==> config.mk <==
export PLATFORM = sky130hd
export DESIGN_NAME = engine_pipeline_top
export DESIGN_NICKNAME = d
export VERILOG_FILES = /design/src/hw/engine_pkg.sv /design/src/hw/packet_fifo.sv /design/src/hw/engine_ingress.sv /design/src/hw/engine_egress.sv /design/src/hw/engine_pipeline_top.sv
export SDC_FILE = /design/constraint.sdc
export NUM_CORES = 2
export LEC_CHECK = 0
export BUFFER_PORTS_ARGS = -buffer_cell sky130_fd_sc_hd__buf_4
export CAP_MARGIN = 20
export CORE_UTILIZATION = 32
export DETAILED_ROUTE_END_ITERATION = 10
export GPL_ROUTABILITY_DRIVEN = 1
export PLACE_DENSITY = 0.53
export SLEW_MARGIN = 20
export SYNTH_ARGS = -nofsm -noshare
export SYNTH_HDL_FRONTEND = slang
export SYNTH_SLANG_ARGS = --single-unit
==> constraint.sdc <==
create_clock -name ap_clk -period 8.5 [get_ports ap_clk]
set_clock_uncertainty 0.2 [all_clocks]
set_input_delay 0.85 -clock ap_clk [delete_from_list [all_inputs] [get_ports ap_clk]]
set_output_delay 0.85 -clock ap_clk [all_outputs]
set_load 0.1 [all_outputs]
==> src/hw/engine_pkg.sv <==
`default_nettype none

package engine_pkg;

    // --------------------
    // Packet format
    // --------------------

    // Fixed payload width of one engine packet
    localparam int PACKET_WIDTH = 64;

    typedef logic [PACKET_WIDTH-1:0] packet_t;

    // --------------------
    // FIFO occupancy
    // --------------------

    // Counter must reach the full depth, so one spare bit over 5
    localparam int FIFO_LEVEL_WIDTH = 6;
    localparam int FIFO_MAX_DEPTH   = 32;

    typedef logic [FIFO_LEVEL_WIDTH-1:0] fifo_level_t;

    // --------------------
    // Outbound bus master
    // --------------------

    typedef enum logic [0:0] {
        EGRESS_IDLE,
        EGRESS_BUS
    } egress_state_t;

endpackage

`default_nettype wire

==> src/hw/packet_fifo.sv <==
`default_nettype none

module packet_fifo #(
    parameter int DEPTH       = 16,
    parameter int PROG_THRESH = 8
) (
    input  logic                ap_clk,
    input  logic                rst,
    input  logic                wr_en,
    input  engine_pkg::packet_t din,
    input  logic                rd_en,
    output engine_pkg::packet_t dout,
    output logic                valid,
    output logic                empty,
    output logic                full,
    output logic                prog_full
);

    localparam int ADDR_WIDTH = (DEPTH > 1) ? $clog2(DEPTH) : 1;

    typedef logic [ADDR_WIDTH-1:0] addr_t;

    engine_pkg::packet_t     mem [DEPTH];
    addr_t                   wr_ptr;
    addr_t                   rd_ptr;
    engine_pkg::fifo_level_t count;
    logic                    do_write;
    logic                    do_read;

    // Pointer step, wraps for depths that are not a power of two
    function automatic addr_t next_ptr(input addr_t ptr);
        if (ptr == addr_t'(DEPTH - 1)) begin
            return '0;
        end
        return ptr + addr_t'(1);
    endfunction

    // Requests against a full or an empty buffer are ignored
    assign do_write = wr_en && !full;
    assign do_read  = rd_en && !empty;

    // --------------------
    // Status flags
    // --------------------
    assign empty     = (count == '0);
    assign full      = (count == engine_pkg::fifo_level_t'(DEPTH));
    assign prog_full = (count >= engine_pkg::fifo_level_t'(PROG_THRESH));

    // --------------------
    // Storage
    // --------------------
    always_ff @(posedge ap_clk) begin
        if (do_write) begin
            mem[wr_ptr] <= din;
        end
    end

    // Registered read port
    always_ff @(posedge ap_clk) begin
        if (do_read) begin
            dout <= mem[rd_ptr];
        end
    end

    // --------------------
    // Pointers and level
    // --------------------
    always_ff @(posedge ap_clk) begin
        if (rst) begin
            wr_ptr <= '0;
            rd_ptr <= '0;
            count  <= '0;
            valid  <= 1'b0;
        end else begin
            valid <= do_read;
            if (do_write) begin
                wr_ptr <= next_ptr(wr_ptr);
            end
            if (do_read) begin
                rd_ptr <= next_ptr(rd_ptr);
            end
            // Simultaneous push and pop leave the level unchanged
            case ({do_write, do_read})
                2'b10: begin
                    count <= count + engine_pkg::fifo_level_t'(1);
                end
                2'b01: begin
                    count <= count - engine_pkg::fifo_level_t'(1);
                end
                default: begin
                    count <= count;
                end
            endcase
        end
    end

endmodule

`default_nettype wire

==> src/hw/engine_ingress.sv <==
`default_nettype none

module engine_ingress #(
    parameter int FIFO_DEPTH  = 16,
    parameter int PROG_THRESH = 8
) (
    input  logic                ap_clk,
    input  logic                rst,

    // Inbound Wishbone slave
    input  logic                in_cyc,
    input  logic                in_stb,
    input  engine_pkg::packet_t in_dat,
    output logic                in_ack,

    // Toward the pipeline
    input  logic                egress_prog_full,
    output logic                pop_valid,
    output engine_pkg::packet_t pop_dat,

    output logic                ingress_idle
);

    logic ack_q;
    logic fifo_empty;
    logic fifo_full;
    logic rd_en;

    // --------------------
    // Bus acknowledge
    // --------------------

    // One-cycle ack, never on two cycles back to back
    assign in_ack = in_cyc && in_stb && !fifo_full && !ack_q;

    always_ff @(posedge ap_clk) begin
        if (rst) begin
            ack_q <= 1'b0;
        end else begin
            ack_q <= in_ack;
        end
    end

    // --------------------
    // Pop toward pipeline
    // --------------------

    // Egress level gates the flow so the pipeline never stalls
    assign rd_en = !fifo_empty && !egress_prog_full;

    // A packet on the link or being acked still counts as busy
    assign ingress_idle = fifo_empty && !pop_valid && !in_ack;

    packet_fifo #(
        .DEPTH      (FIFO_DEPTH),
        .PROG_THRESH(PROG_THRESH)
    ) i_packet_fifo (
        .ap_clk   (ap_clk),
        .rst      (rst),
        .wr_en    (in_ack),
        .din      (in_dat),
        .rd_en    (rd_en),
        .dout     (pop_dat),
        .valid    (pop_valid),
        .empty    (fifo_empty),
        .full     (fifo_full),
        .prog_full()
    );

endmodule

`default_nettype wire

==> src/hw/engine_egress.sv <==
`default_nettype none

module engine_egress #(
    parameter int FIFO_DEPTH      = 16,
    parameter int PROG_THRESH     = 8,
    parameter int PIPELINE_STAGES = 2
) (
    input  logic                ap_clk,
    input  logic                rst,

    // From the ingress FIFO
    input  logic                pop_valid,
    input  engine_pkg::packet_t pop_dat,
    output logic                egress_prog_full,

    // Outbound Wishbone master
    output logic                out_cyc,
    output logic                out_stb,
    output engine_pkg::packet_t out_dat,
    input  logic                out_ack,

    output logic                egress_idle
);

    logic [PIPELINE_STAGES-1:0] stage_valid;
    engine_pkg::packet_t        stage_dat [PIPELINE_STAGES];

    engine_pkg::egress_state_t  state;
    engine_pkg::packet_t        fifo_dout;
    logic                       fifo_valid;
    logic                       fifo_empty;
    logic                       rd_en;

    // --------------------
    // Hyper pipeline
    // --------------------

    // Valid bits need a clean start
    always_ff @(posedge ap_clk) begin
        if (rst) begin
            stage_valid <= '0;
        end else begin
            stage_valid[0] <= pop_valid;
            for (int i = 1; i < PIPELINE_STAGES; i++) begin
                stage_valid[i] <= stage_valid[i-1];
            end
        end
    end

    always_ff @(posedge ap_clk) begin
        stage_dat[0] <= pop_dat;
        for (int i = 1; i < PIPELINE_STAGES; i++) begin
            stage_dat[i] <= stage_dat[i-1];
        end
    end

    // --------------------
    // Egress FIFO
    // --------------------
    packet_fifo #(
        .DEPTH      (FIFO_DEPTH),
        .PROG_THRESH(PROG_THRESH)
    ) i_packet_fifo (
        .ap_clk   (ap_clk),
        .rst      (rst),
        .wr_en    (stage_valid[PIPELINE_STAGES-1]),
        .din      (stage_dat[PIPELINE_STAGES-1]),
        .rd_en    (rd_en),
        .dout     (fifo_dout),
        .valid    (fifo_valid),
        .empty    (fifo_empty),
        .full     (),
        .prog_full(egress_prog_full)
    );

    // --------------------
    // Bus master FSM
    // --------------------

    // Read when idle, or prefetch on the acked cycle of the current transfer
    assign rd_en = !fifo_empty && !fifo_valid &&
                   ((state == engine_pkg::EGRESS_IDLE) ||
                    ((state == engine_pkg::EGRESS_BUS) && out_ack));

    always_ff @(posedge ap_clk) begin
        if (rst) begin
            state <= engine_pkg::EGRESS_IDLE;
        end else begin
            case (state)
                engine_pkg::EGRESS_IDLE: begin
                    if (fifo_valid) begin
                        state <= engine_pkg::EGRESS_BUS;
                    end
                end
                engine_pkg::EGRESS_BUS: begin
                    // Strobe drops for a cycle before the next packet
                    if (out_ack) begin
                        state <= engine_pkg::EGRESS_IDLE;
                    end
                end
                default: begin
                    state <= engine_pkg::EGRESS_IDLE;
                end
            endcase
        end
    end

    // Read data only arrives in EGRESS_IDLE, so out_dat holds through the bus cycle
    always_ff @(posedge ap_clk) begin
        if (fifo_valid) begin
            out_dat <= fifo_dout;
        end
    end

    assign out_stb = (state == engine_pkg::EGRESS_BUS);
    assign out_cyc = (state == engine_pkg::EGRESS_BUS);

    assign egress_idle = !(|stage_valid) && fifo_empty && !fifo_valid &&
                         (state == engine_pkg::EGRESS_IDLE);

endmodule

`default_nettype wire

==> src/hw/engine_pipeline_top.sv <==
`default_nettype none

module engine_pipeline_top #(
    parameter int FIFO_DEPTH      = 16,
    parameter int PROG_THRESH     = 8,
    parameter int PIPELINE_STAGES = 2
) (
    input  logic                ap_clk,
    input  logic                areset_template_engine,

    // Inbound Wishbone slave port
    input  logic                in_cyc,
    input  logic                in_stb,
    input  engine_pkg::packet_t in_dat,
    output logic                in_ack,

    // Outbound Wishbone master port
    output logic                out_cyc,
    output logic                out_stb,
    output engine_pkg::packet_t out_dat,
    input  logic                out_ack,

    output logic                done,
    output logic                setup
);

    logic                rst_q;
    logic                pop_valid;
    engine_pkg::packet_t pop_dat;
    logic                egress_prog_full;
    logic                ingress_idle;
    logic                egress_idle;

    // --------------------
    // Parameter check
    // --------------------

    // Headroom for packets in flight once the egress FIFO reports prog_full
    if ((PIPELINE_STAGES < 1) || (PROG_THRESH < 1) ||
        (PROG_THRESH + PIPELINE_STAGES + 2 > FIFO_DEPTH) ||
        (FIFO_DEPTH > engine_pkg::FIFO_MAX_DEPTH)) begin : g_param_check
        $error("engine_pipeline_top: unsupported FIFO_DEPTH/PROG_THRESH/PIPELINE_STAGES");
    end

    // --------------------
    // Reset and status
    // --------------------
    always_ff @(posedge ap_clk) begin
        rst_q <= areset_template_engine;
    end

    assign setup = areset_template_engine || rst_q;

    // Idle as seen one cycle earlier
    always_ff @(posedge ap_clk) begin
        if (rst_q) begin
            done <= 1'b0;
        end else begin
            done <= ingress_idle && egress_idle;
        end
    end

    // --------------------
    // Packet path
    // --------------------
    engine_ingress #(
        .FIFO_DEPTH (FIFO_DEPTH),
        .PROG_THRESH(PROG_THRESH)
    ) i_engine_ingress (
        .ap_clk          (ap_clk),
        .rst             (rst_q),
        .in_cyc          (in_cyc),
        .in_stb          (in_stb),
        .in_dat          (in_dat),
        .in_ack          (in_ack),
        .egress_prog_full(egress_prog_full),
        .pop_valid       (pop_valid),
        .pop_dat         (pop_dat),
        .ingress_idle    (ingress_idle)
    );

    engine_egress #(
        .FIFO_DEPTH     (FIFO_DEPTH),
        .PROG_THRESH    (PROG_THRESH),
        .PIPELINE_STAGES(PIPELINE_STAGES)
    ) i_engine_egress (
        .ap_clk          (ap_clk),
        .rst             (rst_q),
        .pop_valid       (pop_valid),
        .pop_dat         (pop_dat),
        .egress_prog_full(egress_prog_full),
        .out_cyc         (out_cyc),
        .out_stb         (out_stb),
        .out_dat         (out_dat),
        .out_ack         (out_ack),
        .egress_idle     (egress_idle)
    );

endmodule

`default_nettype wire

==> summary.txt <==
Drt
  • WL met3: 9.35 mm
  • WL met2: 92.7 mm
  • Drt first pass iters: 5
  • Final WL: 190 mm
  • Top Metal Used: met5
  • Routed vias: 38,300
  • DR WL/cell: 24.0 µm
  • Antenna violation net count after detailed routing: 0
  • Initial DRC Count: 3,076
  • Remaining DRCs: 0
  • Met1 WL: 83.7 mm
  • DR vias/cell: 4.84

Final layout
  • Register area: 70,600 µm²
  • Area growth syn-to-layout: 15.4%
  • NumNets Final: 4,206
  • Final Core Density: 37.2%
  • Non-filler cells, final: 7,917
  • Multi-input logic area: 16,800 µm²
  • Layout cell share with drive strength beyond 1: 26.6%
  • Fill cell count: 24,700

Global route
  • Vias in the first global route: 39,900
  • Aggregate global routing overflow: 0
  • Initial antenna violation count: 45
  • GR Util All Layers: 13.6%
  • Largest net degree at the start of global routing: 124
  • First-pass GRT wire length: 280 mm

STA
  • Headroom to the max-slew limit: 27.2%
  • Setup TNS: 0 ns
  • FMAX: 271 MHz
  • Min Tclk post-route: 3.70 ns
  • Slew at the pin closest to its max-slew limit: 1.09 ns
  • Period utilization: 43.5%
  • Slew Limit Fails: 0
  • Final setup vio count: 0
  • Hold Vio Cnt, Final: 0
  • RSZ-0062 raised after global routing: false

Synth
  • Count of flip-flops with a built-in enable after synthesis: 2,240
  • Synth top area cells: edfxtp_1, mux4_2, dfxtp_1, mux2i_1, a211oi_1
  • Prevailing post-synth register cell: edfxtp_1
  • Syn_nets: 3,943
  • Most common library cells after synthesis: edfxtp_1, mux4_2, dfxtp_1
  • Syn. warnings: 0
  • Post-synth top area share: 76.2%
  • Mapped cell area: 88,200 µm²
  • Largest area contributor in the netlist: edfxtp_1
  • Compound-Gate Fraction of Synth Area: 2.25%
  • Xor and xnor fraction of the mapped netlist area: 0.0695%
  • Sequential area share after synthesis: 79.9%
  • Number of distinct library cells after synthesis: 51
  • Top-count cell post-synth: edfxtp_1
  • Ys async rst share: 0%
  • Largest family of logic cells by synthesized area: multiplexers
  • Multiplexer area fraction after synthesis: 14.6%
  • Synth Register Bits: 2,404
  • Fraction of the mapped netlist area in simple logic gates: 1.55%
  • Cells after Synth: 3,852
  • Synth Area in Adders: 0.329%
  • Mean post-synth cell area: 22.9 µm²

Clocking
  • Clock Root Buffer: clkbuf_16
  • Inserted Clock Buffers: 237
  • TritonCTS clock tree: yes
  • Clock tree buffer depth: 3
  • Clk Latency, worst-skew pair: 0.88 ns
  • CTS H-Tree Depth: 4
  • Post-CTS Resized: 0
  • Sink Count: 2,404
  • Reg clk slew, reported paths: 0.07 ns

Setup path
  • Crit path DAT: 3.96 ns
  • Critical path endpoint category: flop
  • Crit Path Max Fanout: 56
  • Crit Path Class: reg2reg
  • Worst Path Required: 8.77 ns
  • CP startpoint kind: flop

Place
  • Placed Cells: 7,463
  • GPL Wtd Cong: 0.718
  • Port bufs: 137
  • DPL Wire Length: 105 mm

Floorplanning
  • Initial Util: 32.2%
  • Overall die width: 527 µm
  • Die Y: 527 µm
  • Core box area: 274,000 µm²
  • Die area: 278,000 µm²
  • FP Rows: 192
  • IO Pins: 138

Power and ir drop
  • Power Total: 32.2 mW
  • Pleak: 31.0 nW
  • Maximum VDD drop: 0.256 mV
  • Power Dens Cells: 317 nW/µm²

Flow run
  • Number of max-cap violations: 0

Min path
  • Hold crit path type: in2reg

Run status
  • Status: finished clean
==> logic make-up after synthesis <==
logic type                 Yosys count
DFF                               2404
muxes                              649
AOI/OAI and AO/OA                  307
and+or+nand+nor                    246
buffers and inverters              217
adders and majority gates           22
xor gates and xnor gates             7
==> layout by cell type (no fill, tap or decap), drive strengths merged, types with 3 or more instances in the layout <==
master	Yosys	routed
clkinv	0	99
buf	105	222
ha	20	20
nor2	49	49
edfxtp	2240	2240
mux2i	135	135
a41oi	3	3
a21o	4	4
nor3	12	12
nor2b	134	134
nor4	3	3
nand3	4	4
dfxtp	164	164
diode	0	5
a31oi	7	7
o21a	5	5
a211o	4	4
a211oi	132	132
inv	17	25
nand2	24	24
clkbuf	95	308
a21oi	140	140
bufinv	0	23
mux4	512	512
xor2	6	6
nand2b	4	4
nand3b	4	4
clkinvlp	0	9
==> path summary, 6_finish.rpt <==
kind                                                 from                                        end  slack, ns  depth (start not counted)
setup reg to reg  i_engine_ingress.i_packet_fifo.count[0]  i_engine_ingress.i_packet_fifo.mem[1][26]       4.80                          5
setup / recovery  i_engine_ingress.i_packet_fifo.count[0]  i_engine_ingress.i_packet_fifo.mem[1][26]       4.80                          5
hold reg to reg          i_engine_egress.stage_dat[0][11]           i_engine_egress.stage_dat[0][75]       0.12                          0
hold / removal                                  in_dat[9]   i_engine_ingress.i_packet_fifo.mem[8][9]       0.08                          1
==> sequential cells by signal (all words and copies together), names as in the netlist, 6 cells and up <==
name                                  flops
i_engine_egress.i_packet_fifo.dout       64
i_engine_egress.stage_dat               128
i_engine_egress.i_packet_fifo.count       6
i_engine_ingress.i_packet_fifo.mem     1024
i_engine_ingress.i_packet_fifo.count      6
i_engine_ingress.i_packet_fifo.dout      64
i_engine_egress.out_dat                  64
i_engine_egress.i_packet_fifo.mem      1024
==> report_power, final <==
| part | switching, mW | internal, mW |
|---|---|---|
| Clock | 4.52 | 6.12 |
| Sequential | 1.22 | 14.9 |
| Combinational | 3.27 | 2.23 |
==> routing by layer <==
metal	track usage, %	vias up
li1	-	16700
met1	18.4	20500
met2	22.5	761
met3	2.54	306
met4	3.84	22
met5	0	-
==> worst max-delay path, cell delays in order, from the launching register on <==
cell     delay (ns)
dfxtp_1        0.46
nor4_1         0.13
a31oi_2        0.51
nand2_1        0.36
nor3_2         0.66
buf_4          0.87
==> per-stage QoR <==
step	setup slack, ns	hold slack, ns	cell area, µm²
final	4.80	0.0814	102000
after floorplan	0.890	0.110	88200
after global placement	4.26	0.110	93700
after global routing	4.50	0.0384	102000
after CTS	4.73	0.00763	102000
after detailed placement	4.22	0.112	93700
==> timing repair <==
item                                   CTS  global route
endpoints found under the hold margin    2             0
hold buffers                             2             0
buffers inserted                         0             0
==> area by class of cell <==
| cell class | count | area share (%) |
|---|---|---|
| antenna | 5 | 0.0123 |
| timing repair buffer | 224 | 1.74 |
| multi-input combinational | 1231 | 16.5 |
| inverter | 17 | 0.0651 |
| sequential | 2404 | 69.3 |
| clock inverter | 139 | 1.53 |
| clock buffer | 308 | 6.38 |
| tap | 3589 | 4.41 |
(Power assumes the default switching activity.)
